### src/rtl/vcache_prof_defs.svh
// cache profiler parameters
`ifndef VCACHE_PROF_DEFS_SVH
`define VCACHE_PROF_DEFS_SVH

// observed cache geometry
`define VCACHE_WAYS 8
`define VCACHE_LG_WAYS $clog2(`VCACHE_WAYS)
`define VCACHE_MASK_W 4 // byte mask of 32-bit data

// statistics
`define STAT_CNT_W 32
`define STAT_NUM 27

// axi4-lite bus and address map
`define AXIL_ADDR_W 8
`define AXIL_DATA_W 32
`define STAT_CLEAR_ADDR 8'h80 // counters sit at index * 4 below this

`endif

### src/rtl/vcache_op_pkg.sv
// cache observation types
`include "vcache_prof_defs.svh"

package vcache_op_pkg;

  // atomic subop as the cache decodes it
  typedef enum logic [1:0] {
    e_amo_swap  = 2'd0,
    e_amo_or    = 2'd1,
    e_amo_add   = 2'd2,
    e_amo_other = 2'd3
  } cache_amo_e;

  // miss unit dma commands
  typedef enum logic [2:0] {
    e_dma_nop             = 3'd0,
    e_dma_send_fill_addr  = 3'd1, // the only one counted
    e_dma_send_evict_addr = 3'd2,
    e_dma_get_fill_data   = 3'd3,
    e_dma_send_evict_data = 3'd4
  } dma_cmd_e;

  typedef struct packed {
    logic       ld_op;
    logic       st_op;
    logic       atomic_op;
    logic       mask_op;
    logic       sigext_op;
    logic [1:0] data_size; // 2 word, 1 half, 0 byte
    cache_amo_e amo_subop;
  } cache_decode_s;

  // response side of the cache pipeline
  typedef struct packed {
    logic                      v;
    logic                      yumi;
    logic                      miss_v;
    cache_decode_s             decode;
    logic [`VCACHE_MASK_W-1:0] mask;
  } cache_obs_s;

  typedef struct packed {
    logic pkt_v;
    logic pkt_yumi;
    logic write_not_read;
  } dma_obs_s;

  // miss unit view for replacement classes
  typedef struct packed {
    dma_cmd_e                   dma_cmd;
    logic                       dma_done;
    logic [`VCACHE_LG_WAYS-1:0] chosen_way;
    logic [`VCACHE_WAYS-1:0]    valid;
    logic [`VCACHE_WAYS-1:0]    dirty;
  } fill_obs_s;

endpackage

### src/rtl/vcache_stat_pkg.sv
// statistics and bus types
`include "vcache_prof_defs.svh"

package vcache_stat_pkg;

  // counter index, bus address is index * 4
  typedef enum logic [4:0] {
    e_stat_ld,
    e_stat_ld_lw,
    e_stat_ld_lwu,
    e_stat_ld_lh,
    e_stat_ld_lhu,
    e_stat_ld_lb,
    e_stat_ld_lbu,
    e_stat_st,
    e_stat_sm_sw,
    e_stat_sm_sh,
    e_stat_sm_sb,
    e_stat_atomic,
    e_stat_amoswap,
    e_stat_amoor,
    e_stat_amoadd,
    e_stat_miss_ld,
    e_stat_miss_st,
    e_stat_miss_amo,
    e_stat_miss_cyc,
    e_stat_idle_cyc,
    e_stat_stall_rsp_cyc,
    e_stat_dma_rd,
    e_stat_dma_wr,
    e_stat_repl_invalid,
    e_stat_repl_valid,
    e_stat_repl_dirty,
    e_stat_reserved // never fires
  } stat_idx_e;

  typedef logic [`STAT_NUM-1:0] stat_events_t; // one bit per counter

  typedef enum logic [1:0] {
    e_axil_okay   = 2'b00,
    e_axil_exokay = 2'b01,
    e_axil_slverr = 2'b10,
    e_axil_decerr = 2'b11
  } axil_resp_e;

  typedef struct packed {
    logic                    arvalid;
    logic [`AXIL_ADDR_W-1:0] araddr;
    logic                    rready;
    logic                    awvalid;
    logic [`AXIL_ADDR_W-1:0] awaddr;
    logic                    wvalid;
    logic [`AXIL_DATA_W-1:0] wdata;
    logic                    bready;
  } axil_req_s;

  typedef struct packed {
    logic                    arready;
    logic                    rvalid;
    logic [`AXIL_DATA_W-1:0] rdata;
    axil_resp_e              rresp;
    logic                    awready;
    logic                    wready;
    logic                    bvalid;
    axil_resp_e              bresp;
  } axil_rsp_s;

endpackage

### src/rtl/vcache_event_decode.sv
// cache event classifier
module vcache_event_decode (
  input  logic                          clk_i,
  input  logic                          reset_i,
  input  vcache_op_pkg::cache_obs_s     cache_obs_i,
  input  vcache_op_pkg::dma_obs_s       dma_obs_i,
  input  vcache_op_pkg::fill_obs_s      fill_obs_i,
  output vcache_stat_pkg::stat_events_t events_o
);

  import vcache_op_pkg::*;
  import vcache_stat_pkg::*;

  logic         rsp;
  logic         ld;
  logic         st;
  logic         amo;
  logic         ld_sized;
  logic         st_masked;
  logic [1:0]   size;
  logic         sigext;
  logic [2:0]   mask_pop;
  logic         dma_go;
  logic         repl;
  logic         way_valid;
  logic         way_dirty;
  stat_events_t events_n;
  stat_events_t events_r;

  // a response leaves the cache when it is valid and taken
  assign rsp = cache_obs_i.v & cache_obs_i.yumi;

  assign ld  = rsp & cache_obs_i.decode.ld_op;
  assign st  = rsp & cache_obs_i.decode.st_op;
  assign amo = rsp & cache_obs_i.decode.atomic_op;

  // loads are sized only without the mask op, stores only with it
  assign ld_sized  = ld & ~cache_obs_i.decode.mask_op;
  assign st_masked = st & cache_obs_i.decode.mask_op;
  assign size      = cache_obs_i.decode.data_size;
  assign sigext    = cache_obs_i.decode.sigext_op;
  assign mask_pop  = 3'($countones(cache_obs_i.mask));

  assign dma_go = dma_obs_i.pkt_v & dma_obs_i.pkt_yumi;

  // fill address sent and done means a way is being replaced
  assign repl      = (fill_obs_i.dma_cmd == e_dma_send_fill_addr) & fill_obs_i.dma_done;
  assign way_valid = fill_obs_i.valid[fill_obs_i.chosen_way];
  assign way_dirty = fill_obs_i.dirty[fill_obs_i.chosen_way];

  always_comb begin
    events_n = '0;

    events_n[e_stat_ld]     = ld;
    events_n[e_stat_ld_lw]  = ld_sized & (size == 2'd2) & sigext;
    events_n[e_stat_ld_lwu] = ld_sized & (size == 2'd2) & ~sigext;
    events_n[e_stat_ld_lh]  = ld_sized & (size == 2'd1) & sigext;
    events_n[e_stat_ld_lhu] = ld_sized & (size == 2'd1) & ~sigext;
    events_n[e_stat_ld_lb]  = ld_sized & (size == 2'd0) & sigext;
    events_n[e_stat_ld_lbu] = ld_sized & (size == 2'd0) & ~sigext;

    events_n[e_stat_st]    = st;
    events_n[e_stat_sm_sw] = st_masked & (mask_pop == 3'd4);
    events_n[e_stat_sm_sh] = st_masked & (mask_pop == 3'd2);
    events_n[e_stat_sm_sb] = st_masked & (mask_pop == 3'd1); // pop 3 counts as st only

    events_n[e_stat_atomic]  = amo;
    events_n[e_stat_amoswap] = amo & (cache_obs_i.decode.amo_subop == e_amo_swap);
    events_n[e_stat_amoor]   = amo & (cache_obs_i.decode.amo_subop == e_amo_or);
    events_n[e_stat_amoadd]  = amo & (cache_obs_i.decode.amo_subop == e_amo_add);

    events_n[e_stat_miss_ld]  = ld & cache_obs_i.miss_v;
    events_n[e_stat_miss_st]  = st & cache_obs_i.miss_v;
    events_n[e_stat_miss_amo] = amo & cache_obs_i.miss_v;

    // per-cycle state of the response side
    events_n[e_stat_miss_cyc]      = cache_obs_i.miss_v & ~cache_obs_i.v;
    events_n[e_stat_idle_cyc]      = ~cache_obs_i.v & ~cache_obs_i.miss_v;
    events_n[e_stat_stall_rsp_cyc] = cache_obs_i.v & ~cache_obs_i.yumi;

    events_n[e_stat_dma_rd] = dma_go & ~dma_obs_i.write_not_read;
    events_n[e_stat_dma_wr] = dma_go & dma_obs_i.write_not_read;

    events_n[e_stat_repl_invalid] = repl & ~way_valid;
    events_n[e_stat_repl_valid]   = repl & way_valid & ~way_dirty;
    events_n[e_stat_repl_dirty]   = repl & way_valid & way_dirty;
  end

  always_ff @(posedge clk_i) begin
    if (reset_i) begin
      events_r <= '0;
    end else begin
      events_r <= events_n;
    end
  end

  assign events_o = events_r;

  // the cache decodes a single op kind per response
  op_kind_onehot: assert property (@(posedge clk_i) disable iff (reset_i)
    cache_obs_i.v |-> $onehot0({cache_obs_i.decode.ld_op,
                                cache_obs_i.decode.st_op,
                                cache_obs_i.decode.atomic_op}));

endmodule

### src/rtl/vcache_profiler.sv
// cache activity profiler
`include "vcache_prof_defs.svh"

module vcache_profiler (
  input  logic                       clk_i,
  input  logic                       reset_i,
  input  vcache_op_pkg::cache_obs_s  cache_obs_i,
  input  vcache_op_pkg::dma_obs_s    dma_obs_i,
  input  vcache_op_pkg::fill_obs_s   fill_obs_i,
  input  vcache_stat_pkg::axil_req_s axil_req_i,
  output vcache_stat_pkg::axil_rsp_s axil_rsp_o
);

  import vcache_stat_pkg::*;

  stat_events_t           events;
  stat_idx_e              rd_idx;
  logic [`STAT_CNT_W-1:0] rd_data;
  logic                   clear;

  vcache_event_decode event_decode_i (
    .clk_i       (clk_i),
    .reset_i     (reset_i),
    .cache_obs_i (cache_obs_i),
    .dma_obs_i   (dma_obs_i),
    .fill_obs_i  (fill_obs_i),
    .events_o    (events)
  );

  // counts land one cycle after the registered event
  vcache_stat_counters stat_counters_i (
    .clk_i     (clk_i),
    .reset_i   (reset_i),
    .events_i  (events),
    .clear_i   (clear),
    .rd_idx_i  (rd_idx),
    .rd_data_o (rd_data)
  );

  vcache_stat_axil stat_axil_i (
    .clk_i      (clk_i),
    .reset_i    (reset_i),
    .axil_req_i (axil_req_i),
    .axil_rsp_o (axil_rsp_o),
    .rd_idx_o   (rd_idx),
    .rd_data_i  (rd_data),
    .clear_o    (clear)
  );

endmodule

### src/rtl/vcache_stat_axil.sv
// axi4-lite statistics slave
`include "vcache_prof_defs.svh"

module vcache_stat_axil (
  input  logic                       clk_i,
  input  logic                       reset_i,
  input  vcache_stat_pkg::axil_req_s axil_req_i,
  output vcache_stat_pkg::axil_rsp_s axil_rsp_o,
  output vcache_stat_pkg::stat_idx_e rd_idx_o,
  input  logic [`STAT_CNT_W-1:0]     rd_data_i,
  output logic                       clear_o
);

  import vcache_stat_pkg::*;

  logic [`AXIL_ADDR_W-3:0] rd_word; // word index of the read address
  logic                    rd_ok;
  logic                    rd_accept;
  logic                    wr_ok;
  logic                    wr_accept;
  logic                    rvalid_r;
  logic [`AXIL_DATA_W-1:0] rdata_r;
  axil_resp_e              rresp_r;
  logic                    bvalid_r;
  axil_resp_e              bresp_r;
  logic                    clear_r;

  assign rd_word   = axil_req_i.araddr[`AXIL_ADDR_W-1:2];
  assign rd_ok     = rd_word < `STAT_NUM;
  assign rd_accept = axil_req_i.arvalid & ~rvalid_r; // one read in flight
  assign rd_idx_o  = stat_idx_e'(rd_word[$bits(stat_idx_e)-1:0]);

  // address and data must arrive together
  assign wr_accept = axil_req_i.awvalid & axil_req_i.wvalid & ~bvalid_r;
  assign wr_ok     = axil_req_i.awaddr == `STAT_CLEAR_ADDR;

  always_ff @(posedge clk_i) begin
    if (reset_i) begin
      rvalid_r <= 1'b0;
    end else if (rd_accept) begin
      rvalid_r <= 1'b1;
    end else if (axil_req_i.rready) begin
      rvalid_r <= 1'b0;
    end
  end

  // counter value is taken when the address is accepted
  always_ff @(posedge clk_i) begin
    if (rd_accept) begin
      rdata_r <= rd_ok ? rd_data_i : '0;
      rresp_r <= rd_ok ? e_axil_okay : e_axil_slverr;
    end
  end

  always_ff @(posedge clk_i) begin
    if (reset_i) begin
      bvalid_r <= 1'b0;
      clear_r  <= 1'b0;
    end else begin
      clear_r <= wr_accept & wr_ok; // bad address leaves counters alone
      if (wr_accept) begin
        bvalid_r <= 1'b1;
      end else if (axil_req_i.bready) begin
        bvalid_r <= 1'b0;
      end
    end
  end

  always_ff @(posedge clk_i) begin
    if (wr_accept) begin
      bresp_r <= wr_ok ? e_axil_okay : e_axil_slverr;
    end
  end

  always_comb begin
    axil_rsp_o.arready = ~rvalid_r;
    axil_rsp_o.rvalid  = rvalid_r;
    axil_rsp_o.rdata   = rdata_r;
    axil_rsp_o.rresp   = rresp_r;
    axil_rsp_o.awready = ~bvalid_r;
    axil_rsp_o.wready  = ~bvalid_r;
    axil_rsp_o.bvalid  = bvalid_r;
    axil_rsp_o.bresp   = bresp_r;
  end

  assign clear_o = clear_r;

  // read response holds until taken
  rsp_r_stable: assert property (@(posedge clk_i) disable iff (reset_i)
    rvalid_r && !axil_req_i.rready |=> rvalid_r && $stable(rdata_r) && $stable(rresp_r));

  // write response holds until taken
  rsp_b_stable: assert property (@(posedge clk_i) disable iff (reset_i)
    bvalid_r && !axil_req_i.bready |=> bvalid_r && $stable(bresp_r));

endmodule

### src/rtl/vcache_stat_counters.sv
// statistics counter bank
`include "vcache_prof_defs.svh"

module vcache_stat_counters (
  input  logic                          clk_i,
  input  logic                          reset_i,
  input  vcache_stat_pkg::stat_events_t events_i,
  input  logic                          clear_i,
  input  vcache_stat_pkg::stat_idx_e    rd_idx_i,
  output logic [`STAT_CNT_W-1:0]        rd_data_o
);

  logic [`STAT_CNT_W-1:0] cnt_r [`STAT_NUM];

  // clear beats a same-cycle increment
  always_ff @(posedge clk_i) begin
    for (int i = 0; i < `STAT_NUM; i++) begin
      if (reset_i || clear_i) begin
        cnt_r[i] <= '0;
      end else if (events_i[i]) begin
        cnt_r[i] <= cnt_r[i] + 1; // wraps at 2^32
      end
    end
  end

  // indices past the last counter read as zero
  always_comb begin
    if (int'(rd_idx_i) < `STAT_NUM) begin
      rd_data_o = cnt_r[rd_idx_i];
    end else begin
      rd_data_o = '0;
    end
  end

endmodule

### config.mk
export PLATFORM = sky130hd
export DESIGN_NAME = vcache_profiler
export DESIGN_NICKNAME = d
export VERILOG_FILES = /design/src/rtl/vcache_op_pkg.sv /design/src/rtl/vcache_stat_pkg.sv /design/src/rtl/vcache_event_decode.sv /design/src/rtl/vcache_profiler.sv /design/src/rtl/vcache_stat_axil.sv /design/src/rtl/vcache_stat_counters.sv
export VERILOG_INCLUDE_DIRS = /design/src /design/src/rtl
export SDC_FILE = /design/constraint.sdc
export NUM_CORES = 2
export LEC_CHECK = 0
export BUFFER_PORTS_ARGS = -buffer_cell sky130_fd_sc_hd__buf_2
export CORE_MARGIN = 4
export CORE_UTILIZATION = 50
export DETAILED_ROUTE_END_ITERATION = 8
export PLACE_DENSITY = 0.78
export REMOVE_ABC_BUFFERS = 1
export SYNTH_ARGS = -nofsm -noshare
export SYNTH_HDL_FRONTEND = slang
export SYNTH_HIERARCHICAL = 1
export SYNTH_SLANG_ARGS = --single-unit
### constraint.sdc
create_clock -name clk_i -period 5.2 [get_ports clk_i]
set_input_delay 0.52 -clock clk_i [delete_from_list [all_inputs] [get_ports clk_i]]
set_output_delay 0.52 -clock clk_i [all_outputs]
set_load 0.005 [all_outputs]
Word level (Yosys, flattened, before mapping)
Memory sizes are Yosys's and may differ from the RTL's. A register that Yosys moved wholly into a read port is not among the register bits.
Index checks and enable logic that the tools add are counted.
{ "totals": {"reg_bits": 34, "ramBits": 864, "mem_count": 1, "wordCells": 253, "latch_bits": 0, "output_inout_bits": 41, "input_bits": 97, "rom_bits": 0} }
{ "classes": {"n_eq_ne": 9, "mul": 0, "reduce_logical": 7, "bitwise_logic": 76, "addsub": 30, "div": 0, "n_lt_le_gt_ge": 3, "muxes": 120, "shifts": 0} }
{ "memory_table": {"columns": ["name", "words", "word_bits", "read_ports", "rd_ports_with_merged_regs", "wr", "line_no", "text"], "rows": [
  ["stat_counters_i.cnt_r", 27, 32, 28, 1, 27, "vcache_stat_counters.sv:13", "logic [`STAT_CNT_W-1:0] cnt_r [`STAT_NUM];"]
]} }
{ "ops": {"columns": ["op", "count"], "rows": [
  ["adder 32 x 1 -> 32 bit (second input constant)", 27],
  ["2-to-1 mux 32 bit", 27],
  ["2-to-1 mux 1 bit", 89],
  ["bitwise AND 1 bit", 39],
  ["OR 1 bit", 27],
  ["inverter 1 bit", 10],
  ["== test 8 bit (second input constant)", 1],
  ["binary-select mux 1 bit (select 3 bit)", 2],
  ["== test 3 x 1 -> 1 bit (second input constant)", 2],
  ["< comparator 6 x 5 -> 1 bit (second input constant)", 1],
  ["< comparator 5 bit (second input constant)", 1],
  ["adder 1 x 1 -> 2 bit", 2],
  ["== test 2 x 1 -> 1 bit (second input constant)", 2],
  ["== test 2 bit (second input constant)", 2],
  ["zero test 2 bit", 2],
  ["< comparator 3 x 4 -> 1 bit (second input constant)", 1],
  ["2-to-1 mux 2 bit", 2],
  ["nonzero test 2 bit", 2],
  ["adder 3 bit", 1],
  ["== test 3 x 2 -> 1 bit (second input constant)", 1],
  ["== test 3 bit (second input constant)", 1],
  ["AND reduction 2 bit", 1],
  ["zero test 1 bit", 1],
  ["logical OR 1 bit", 1]
]} }

Logic depth before layout (Yosys ltp)
{ "depth": {"depth_word": 5, "ltp_mapped": 11, "ltp_nobuf": 7} }

By module
The synthesis kept the hierarchy.
{ "by_module_without_submodules": {"columns": ["module", "instances", "seq_area_each_um2", "cells_each", "area_each_um2"], "rows": [
  ["vcache_stat_counters", 1, 25944.9, 4873, 52768.1],
  ["vcache_stat_axil", 1, 1081.0, 138, 1845.5],
  ["vcache_event_decode", 1, 520.5, 87, 1003.5]
]} }

Worst setup path after synthesis
No wires, ideal clock.
{ "synth_path": {"path_kind": "input-to-reg", "startpoint": "in axil_req_i[46] in the netlist's numbering", "endpoint": "reg stat_axil_i.rdata_r[28], read port of stat_counters_i.cnt_r, data pin", "path_stages": 8, "n_path_buf": 3, "arrival_time_ns": 2.261, "t_required_ns": 4.944, "setup_time_ns": 0.256, "path_slack_ns": 2.683, "path_cell_list": "buf_4 -> buf_2 -> buf_1 -> mux4_2 -> a22oi_1 -> nand3_1 -> nand2b_1 -> a21oi_2"} }
{ "synth_via": {"elab_chain_len": 3, "word_cells_on_any_way": 4, "cone_classes": "order compare: 2; reduce/logical: 2"} }
{ "synth_lines": {"columns": ["element", "line_no", "text"], "rows": [
  ["from (decl)", "vcache_profiler.sv:10", "input vcache_stat_pkg::axil_req_s axil_req_i,"],
  ["< comparator 6 x 5 -> 1 bit (no source line) or < comparator 5 bit (tied branches)", null, null],
  ["AND reduction 2 bit (no source line)", null, null],
  ["zero test 1 bit (no source line)", null, null],
  ["to (decl)", "vcache_stat_axil.sv:22", "logic [`AXIL_DATA_W-1:0] rdata_r;"]
]} }
Parallel ways exist; a longest one is shown, timed or not.
A chain may end at the register's enable or synchronous reset.

==> summary.log <==
[setup_path] critical path capture point type flop
[setup_path] WP data required 5.70 ns
[global_route] global-route wire length before repair 233000 microns
[power_and_ir_drop] static leakage 19.8 nW
[hold_path] startpoint of the worst hold path cache_obs_i[5]
[setup_path] worst path cell trace nor2_4 > buf_4 > nand2_1 > nor2_1
[setup_path] Max stage delay on crit path 0.76 ns
[clocking] clk_lat worst skew 0.72 ns
[timing] Fmax achieved 339 MHz
[final_layout] cell area after layout 61000 sq um
[synth] syn_area_per_cell 10.9 sq um
[power_and_ir_drop] cell internal power dissipation 0.0135 W
[synth] synth warn 6
[power_and_ir_drop] register share of total power 0.503
[power_and_ir_drop] Switch Pwr 0.00435 W
[timing] final hold slack 0.0372 ns
[global_route] initial antenna violation count 12
[detailed_routing] number of DRC markers in iteration 0 5660
[power_and_ir_drop] relative contribution of combinational cells to total power 0.074
[hold_path] class of the most critical hold timing path in2reg
[setup_path] worst-path cell with the longest stage delay sky130_fd_sc_hd__nand2_1
[setup_path] Largest delay share family, worst path simple AND/OR/NAND/NOR gates
[timing] RSZ-0062 raised after global routing false
[synth] Post-synth EDFFs 898
[setup_path] Crit Reg-Reg Endpoint stat_counters_i/cnt_r[17][28]
[timing] Layout Skew 0.0554 ns
[clocking] number of setup buffers added after CTS 0
[power_and_ir_drop] Total Power 0.0179 W
[synth] number of unique standard cell types used by synthesis 70
[timing] Final setup violation count 0
[power_and_ir_drop] Pwr per Cell Area 293 nW/um^2
[outcome] outcome finished, final reports clean
[detailed_routing] routed vias 42217
[setup_path] worst setup path startpoint stat_axil_i/clear_o
[clocking] total number of clock tree sinks 927
[placement] Port Buffers 101
[final_layout] final-stage net count 5249
[clocking] TritonCTS clock tree done
[die] die boundary height 342 microns
[placement] total half-perimeter wirelength after legalization and detailed placement 109000 microns
[die] core region area 111000 sq um
[die] starting density of the core 0.503
[die] die footprint 117000 sq um
[setup_path] Reg2Reg Depth 4
[final_layout] final core occ 0.552
[detailed_routing] residual antenna-violating net count after detailed routing 0
[timing] worst slew margin relative to its limit 0.195
[power_and_ir_drop] Max rail drop VDD 0.000256 V
[timing] number of failing hold endpoints at the final stage 0
[global_route] largest net degree at the start of global routing 114
[global_route] All-Layer GR Usage 0.254
[setup_path] Critical Path Stages 4
[setup_path] worst endpoint data arrival time 3.45 ns
[synth] top flip-flop cell by instance count after synthesis sky130_fd_sc_hd__edfxtp_1
[synth] share of the yosys chip area belonging to registers 0.495
[global_route] leftover overflow at the end of global routing 0
[setup_path] CP Class reg2reg
[timing] post-layout minimum cycle time 2.95 ns
[final_layout] synthesis-to-finish area growth 9.61%
[setup_path] CP startpoint kind flop
[die] number of standard-cell rows in the floorplan 122
[global_route] vias in the first global route 39568
[detailed_routing] ratio of routed vias to standard cells 6.30
[die] number of placed I/O pins 138
[setup_path] setup slack on the worst flop-to-flop path 2.25 ns
[synth] post-synthesis cell area 55600 sq um
[setup_path] number of buffer and inverter instances along the worst setup path 1
[clocking] clock buffer count from CTS 103
[placement] area after detailed placement 57500 sq um
[synth] fraction of registers with async set or reset after synthesis 0
[clocking] CTS root buf sky130_fd_sc_hd__clkbuf_16
[timing] Tightest Pin Transition 1.20 ns
[synth] number of instances in the synthesized netlist 5098
[die] die outline width 342 microns
[clocking] post-cts resize count 0
[detailed_routing] WL per Instance 22.7 microns
[detailed_routing] drc violations 0
[detailed_routing] detailed-router iteration count before antenna repair 8
[clocking] H-tree levels 3
[final_layout] layout cells sized above 1 0.121
[detailed_routing] total routed wirelength 152000 microns
[timing] number of max-slew violations in the final report 0
[synth] total of flip-flops plus latches after synthesis 927
[placement] GP Congestion 1.00
[setup_path] crit-path max FO 31
[clocking] Max Buffers Root-to-Sink 3
[run] Maximum Capacitance Violations 0
[power_and_ir_drop] Sw Share 0.244
[timing] final cycle utilization of the critical path 0.568
[final_layout] filler cell count in the final layout 9064
[setup_path] Critical Path End stat_counters_i/cnt_r[17][28]
[clocking] clock input transition at the sequential cells of the worst setup and hold paths 0.06 ns
[timing] total negative slack for setup checks 0 ns
[setup_path] FF-to-FF Start stat_axil_i/clear_o
[power_and_ir_drop] share of total power in the clock network 0.423
logic make-up after synthesis:
kind of cell             after synthesis  share of synthesized area
AND/OR/NAND/NOR                     2431                      0.227
AO/OA/AOI/OAI                        359                     0.0404
buffers and inverters                325                     0.0250
XOR/XNOR                             729                      0.115
flip-flops                           927                      0.495
other                                  2                   0.000135
multiplexers                         295                     0.0904
adder cells (fa/ha/maj)               30                    0.00688
flip-flops by register name (all words and copies together), names as in the netlist:
signal and count:
event_decode_i/events_o 26, stat_axil_i/bvalid_r 1, stat_counters_i/cnt_r 864, stat_axil_i/rvalid_r 1
stat_axil_i/clear_o 1, stat_axil_i/bresp_r 1, stat_axil_i/rresp_r 1, stat_axil_i/rdata_r 32
stage by stage:
step / std cells / setup WS [ns]
final: 6698 / 2.25
after global routing: 6697 / 2.17
after global placement: 6503 / 1.75
after CTS: 6696 / 2.27
after detailed placement: 6503 / 1.67
after floorplan: 4858 / 1.39
worst min path at each step:
| stage | cells after the start | end | slack, ns |
|---|---|---|---|
| after global routing | 2 | event_decode_i/events_o[13] | 0.02 |
| after detailed placement | 2 | stat_axil_i/bvalid_r | 0.49 |
| after floorplan | 2 | stat_axil_i/bvalid_r | 0.48 |
| after CTS | 2 | event_decode_i/events_o[2] | 0.002 |
| after global placement | 2 | stat_axil_i/bvalid_r | 0.49 |
| final | 2 | event_decode_i/events_o[13] | 0.04 |
cell usage after synthesis, types with 84 or more instances:
cell / number / share of area
sky130_fd_sc_hd__edfxtp_1: 898 / 0.48
sky130_fd_sc_hd__nor2_1: 848 / 0.057
sky130_fd_sc_hd__xor2_1: 437 / 0.069
sky130_fd_sc_hd__nand3_1: 330 / 0.030
sky130_fd_sc_hd__nand2_1: 298 / 0.020
sky130_fd_sc_hd__xnor2_1: 292 / 0.046
sky130_fd_sc_hd__nand4_1: 236 / 0.027
sky130_fd_sc_hd__clkbuf_1: 172 / 0.012
sky130_fd_sc_hd__mux4_2: 157 / 0.064
sky130_fd_sc_hd__and3_1: 147 / 0.017
sky130_fd_sc_hd__a21oi_1: 113 / 0.010
sky130_fd_sc_hd__o21ai_0: 105 / 0.0094
sky130_fd_sc_hd__or3_1: 100 / 0.011
sky130_fd_sc_hd__mux2i_1: 99 / 0.018
sky130_fd_sc_hd__and4_1: 92 / 0.014
sky130_fd_sc_hd__nor3_1: 91 / 0.0082
sky130_fd_sc_hd__inv_1: 84 / 0.0057
layout make-up:
class,count,area (sq um),share of cell area
diodes,2,5.00,0.0000821
clock buffers,124,2690,0.0441
clock inverters,67,793,0.0130
inverters,84,315,0.00517
multi-input cells,3847,26700,0.438
flip-flops and latches,927,27500,0.452
well taps,1488,1860,0.0305
repair buffers,159,1030,0.0169
routing by layer:
metal  share of wire  GRT usage
met5         0.00044          0
met3            0.11     0.0572
met2            0.45      0.393
met4           0.048      0.107
met1            0.39      0.347
cells in the final DEF (no fill, tap or decap), types with 35 or more instances in the layout:
master / netlist / layout
sky130_fd_sc_hd__a21oi_1: 113 / 113
sky130_fd_sc_hd__a22oi_1: 62 / 62
sky130_fd_sc_hd__and3_1: 147 / 147
sky130_fd_sc_hd__and4_1: 92 / 92
sky130_fd_sc_hd__buf_2: 42 / 99
sky130_fd_sc_hd__buf_4: 12 / 51
sky130_fd_sc_hd__clkbuf_16: 0 / 103
sky130_fd_sc_hd__edfxtp_1: 898 / 898
sky130_fd_sc_hd__inv_1: 84 / 84
sky130_fd_sc_hd__mux2_2: 35 / 35
sky130_fd_sc_hd__mux2i_1: 99 / 99
sky130_fd_sc_hd__mux4_2: 157 / 157
sky130_fd_sc_hd__nand2_1: 298 / 298
sky130_fd_sc_hd__nand2b_1: 37 / 37
sky130_fd_sc_hd__nand3_1: 330 / 330
sky130_fd_sc_hd__nand4_1: 236 / 236
sky130_fd_sc_hd__nor2_1: 848 / 845
sky130_fd_sc_hd__nor2b_1: 38 / 37
sky130_fd_sc_hd__nor3_1: 91 / 89
sky130_fd_sc_hd__nor4_1: 56 / 55
sky130_fd_sc_hd__o21ai_0: 105 / 104
sky130_fd_sc_hd__or3_1: 100 / 100
sky130_fd_sc_hd__xnor2_1: 292 / 292
sky130_fd_sc_hd__xor2_1: 437 / 437
worst register-to-register path, cell delays in order (launching register included):
cell	delay (ns)
sky130_fd_sc_hd__dfxtp_2	0.37
sky130_fd_sc_hd__nor2_4	0.72
sky130_fd_sc_hd__buf_4	0.51
sky130_fd_sc_hd__nand2_1	0.77
sky130_fd_sc_hd__nor2_1	0.42
what timing repair did:
item	CTS	global route
endpoints found under the setup margin	0	0
hold endpoints to repair	3	0
hold buffers	2	0
power groups by stage:
stage                     Clock, W  Sequential [W]  Combinational, W
after floorplan                  0         0.00894          0.000794
after global placement           0         0.00908           0.00126
after detailed placement         0         0.00910           0.00128
after CTS                  0.00767         0.00895           0.00129
after global routing       0.00798         0.00901           0.00140
final                      0.00756         0.00898           0.00132
Power figures use the tool's default switching activity.
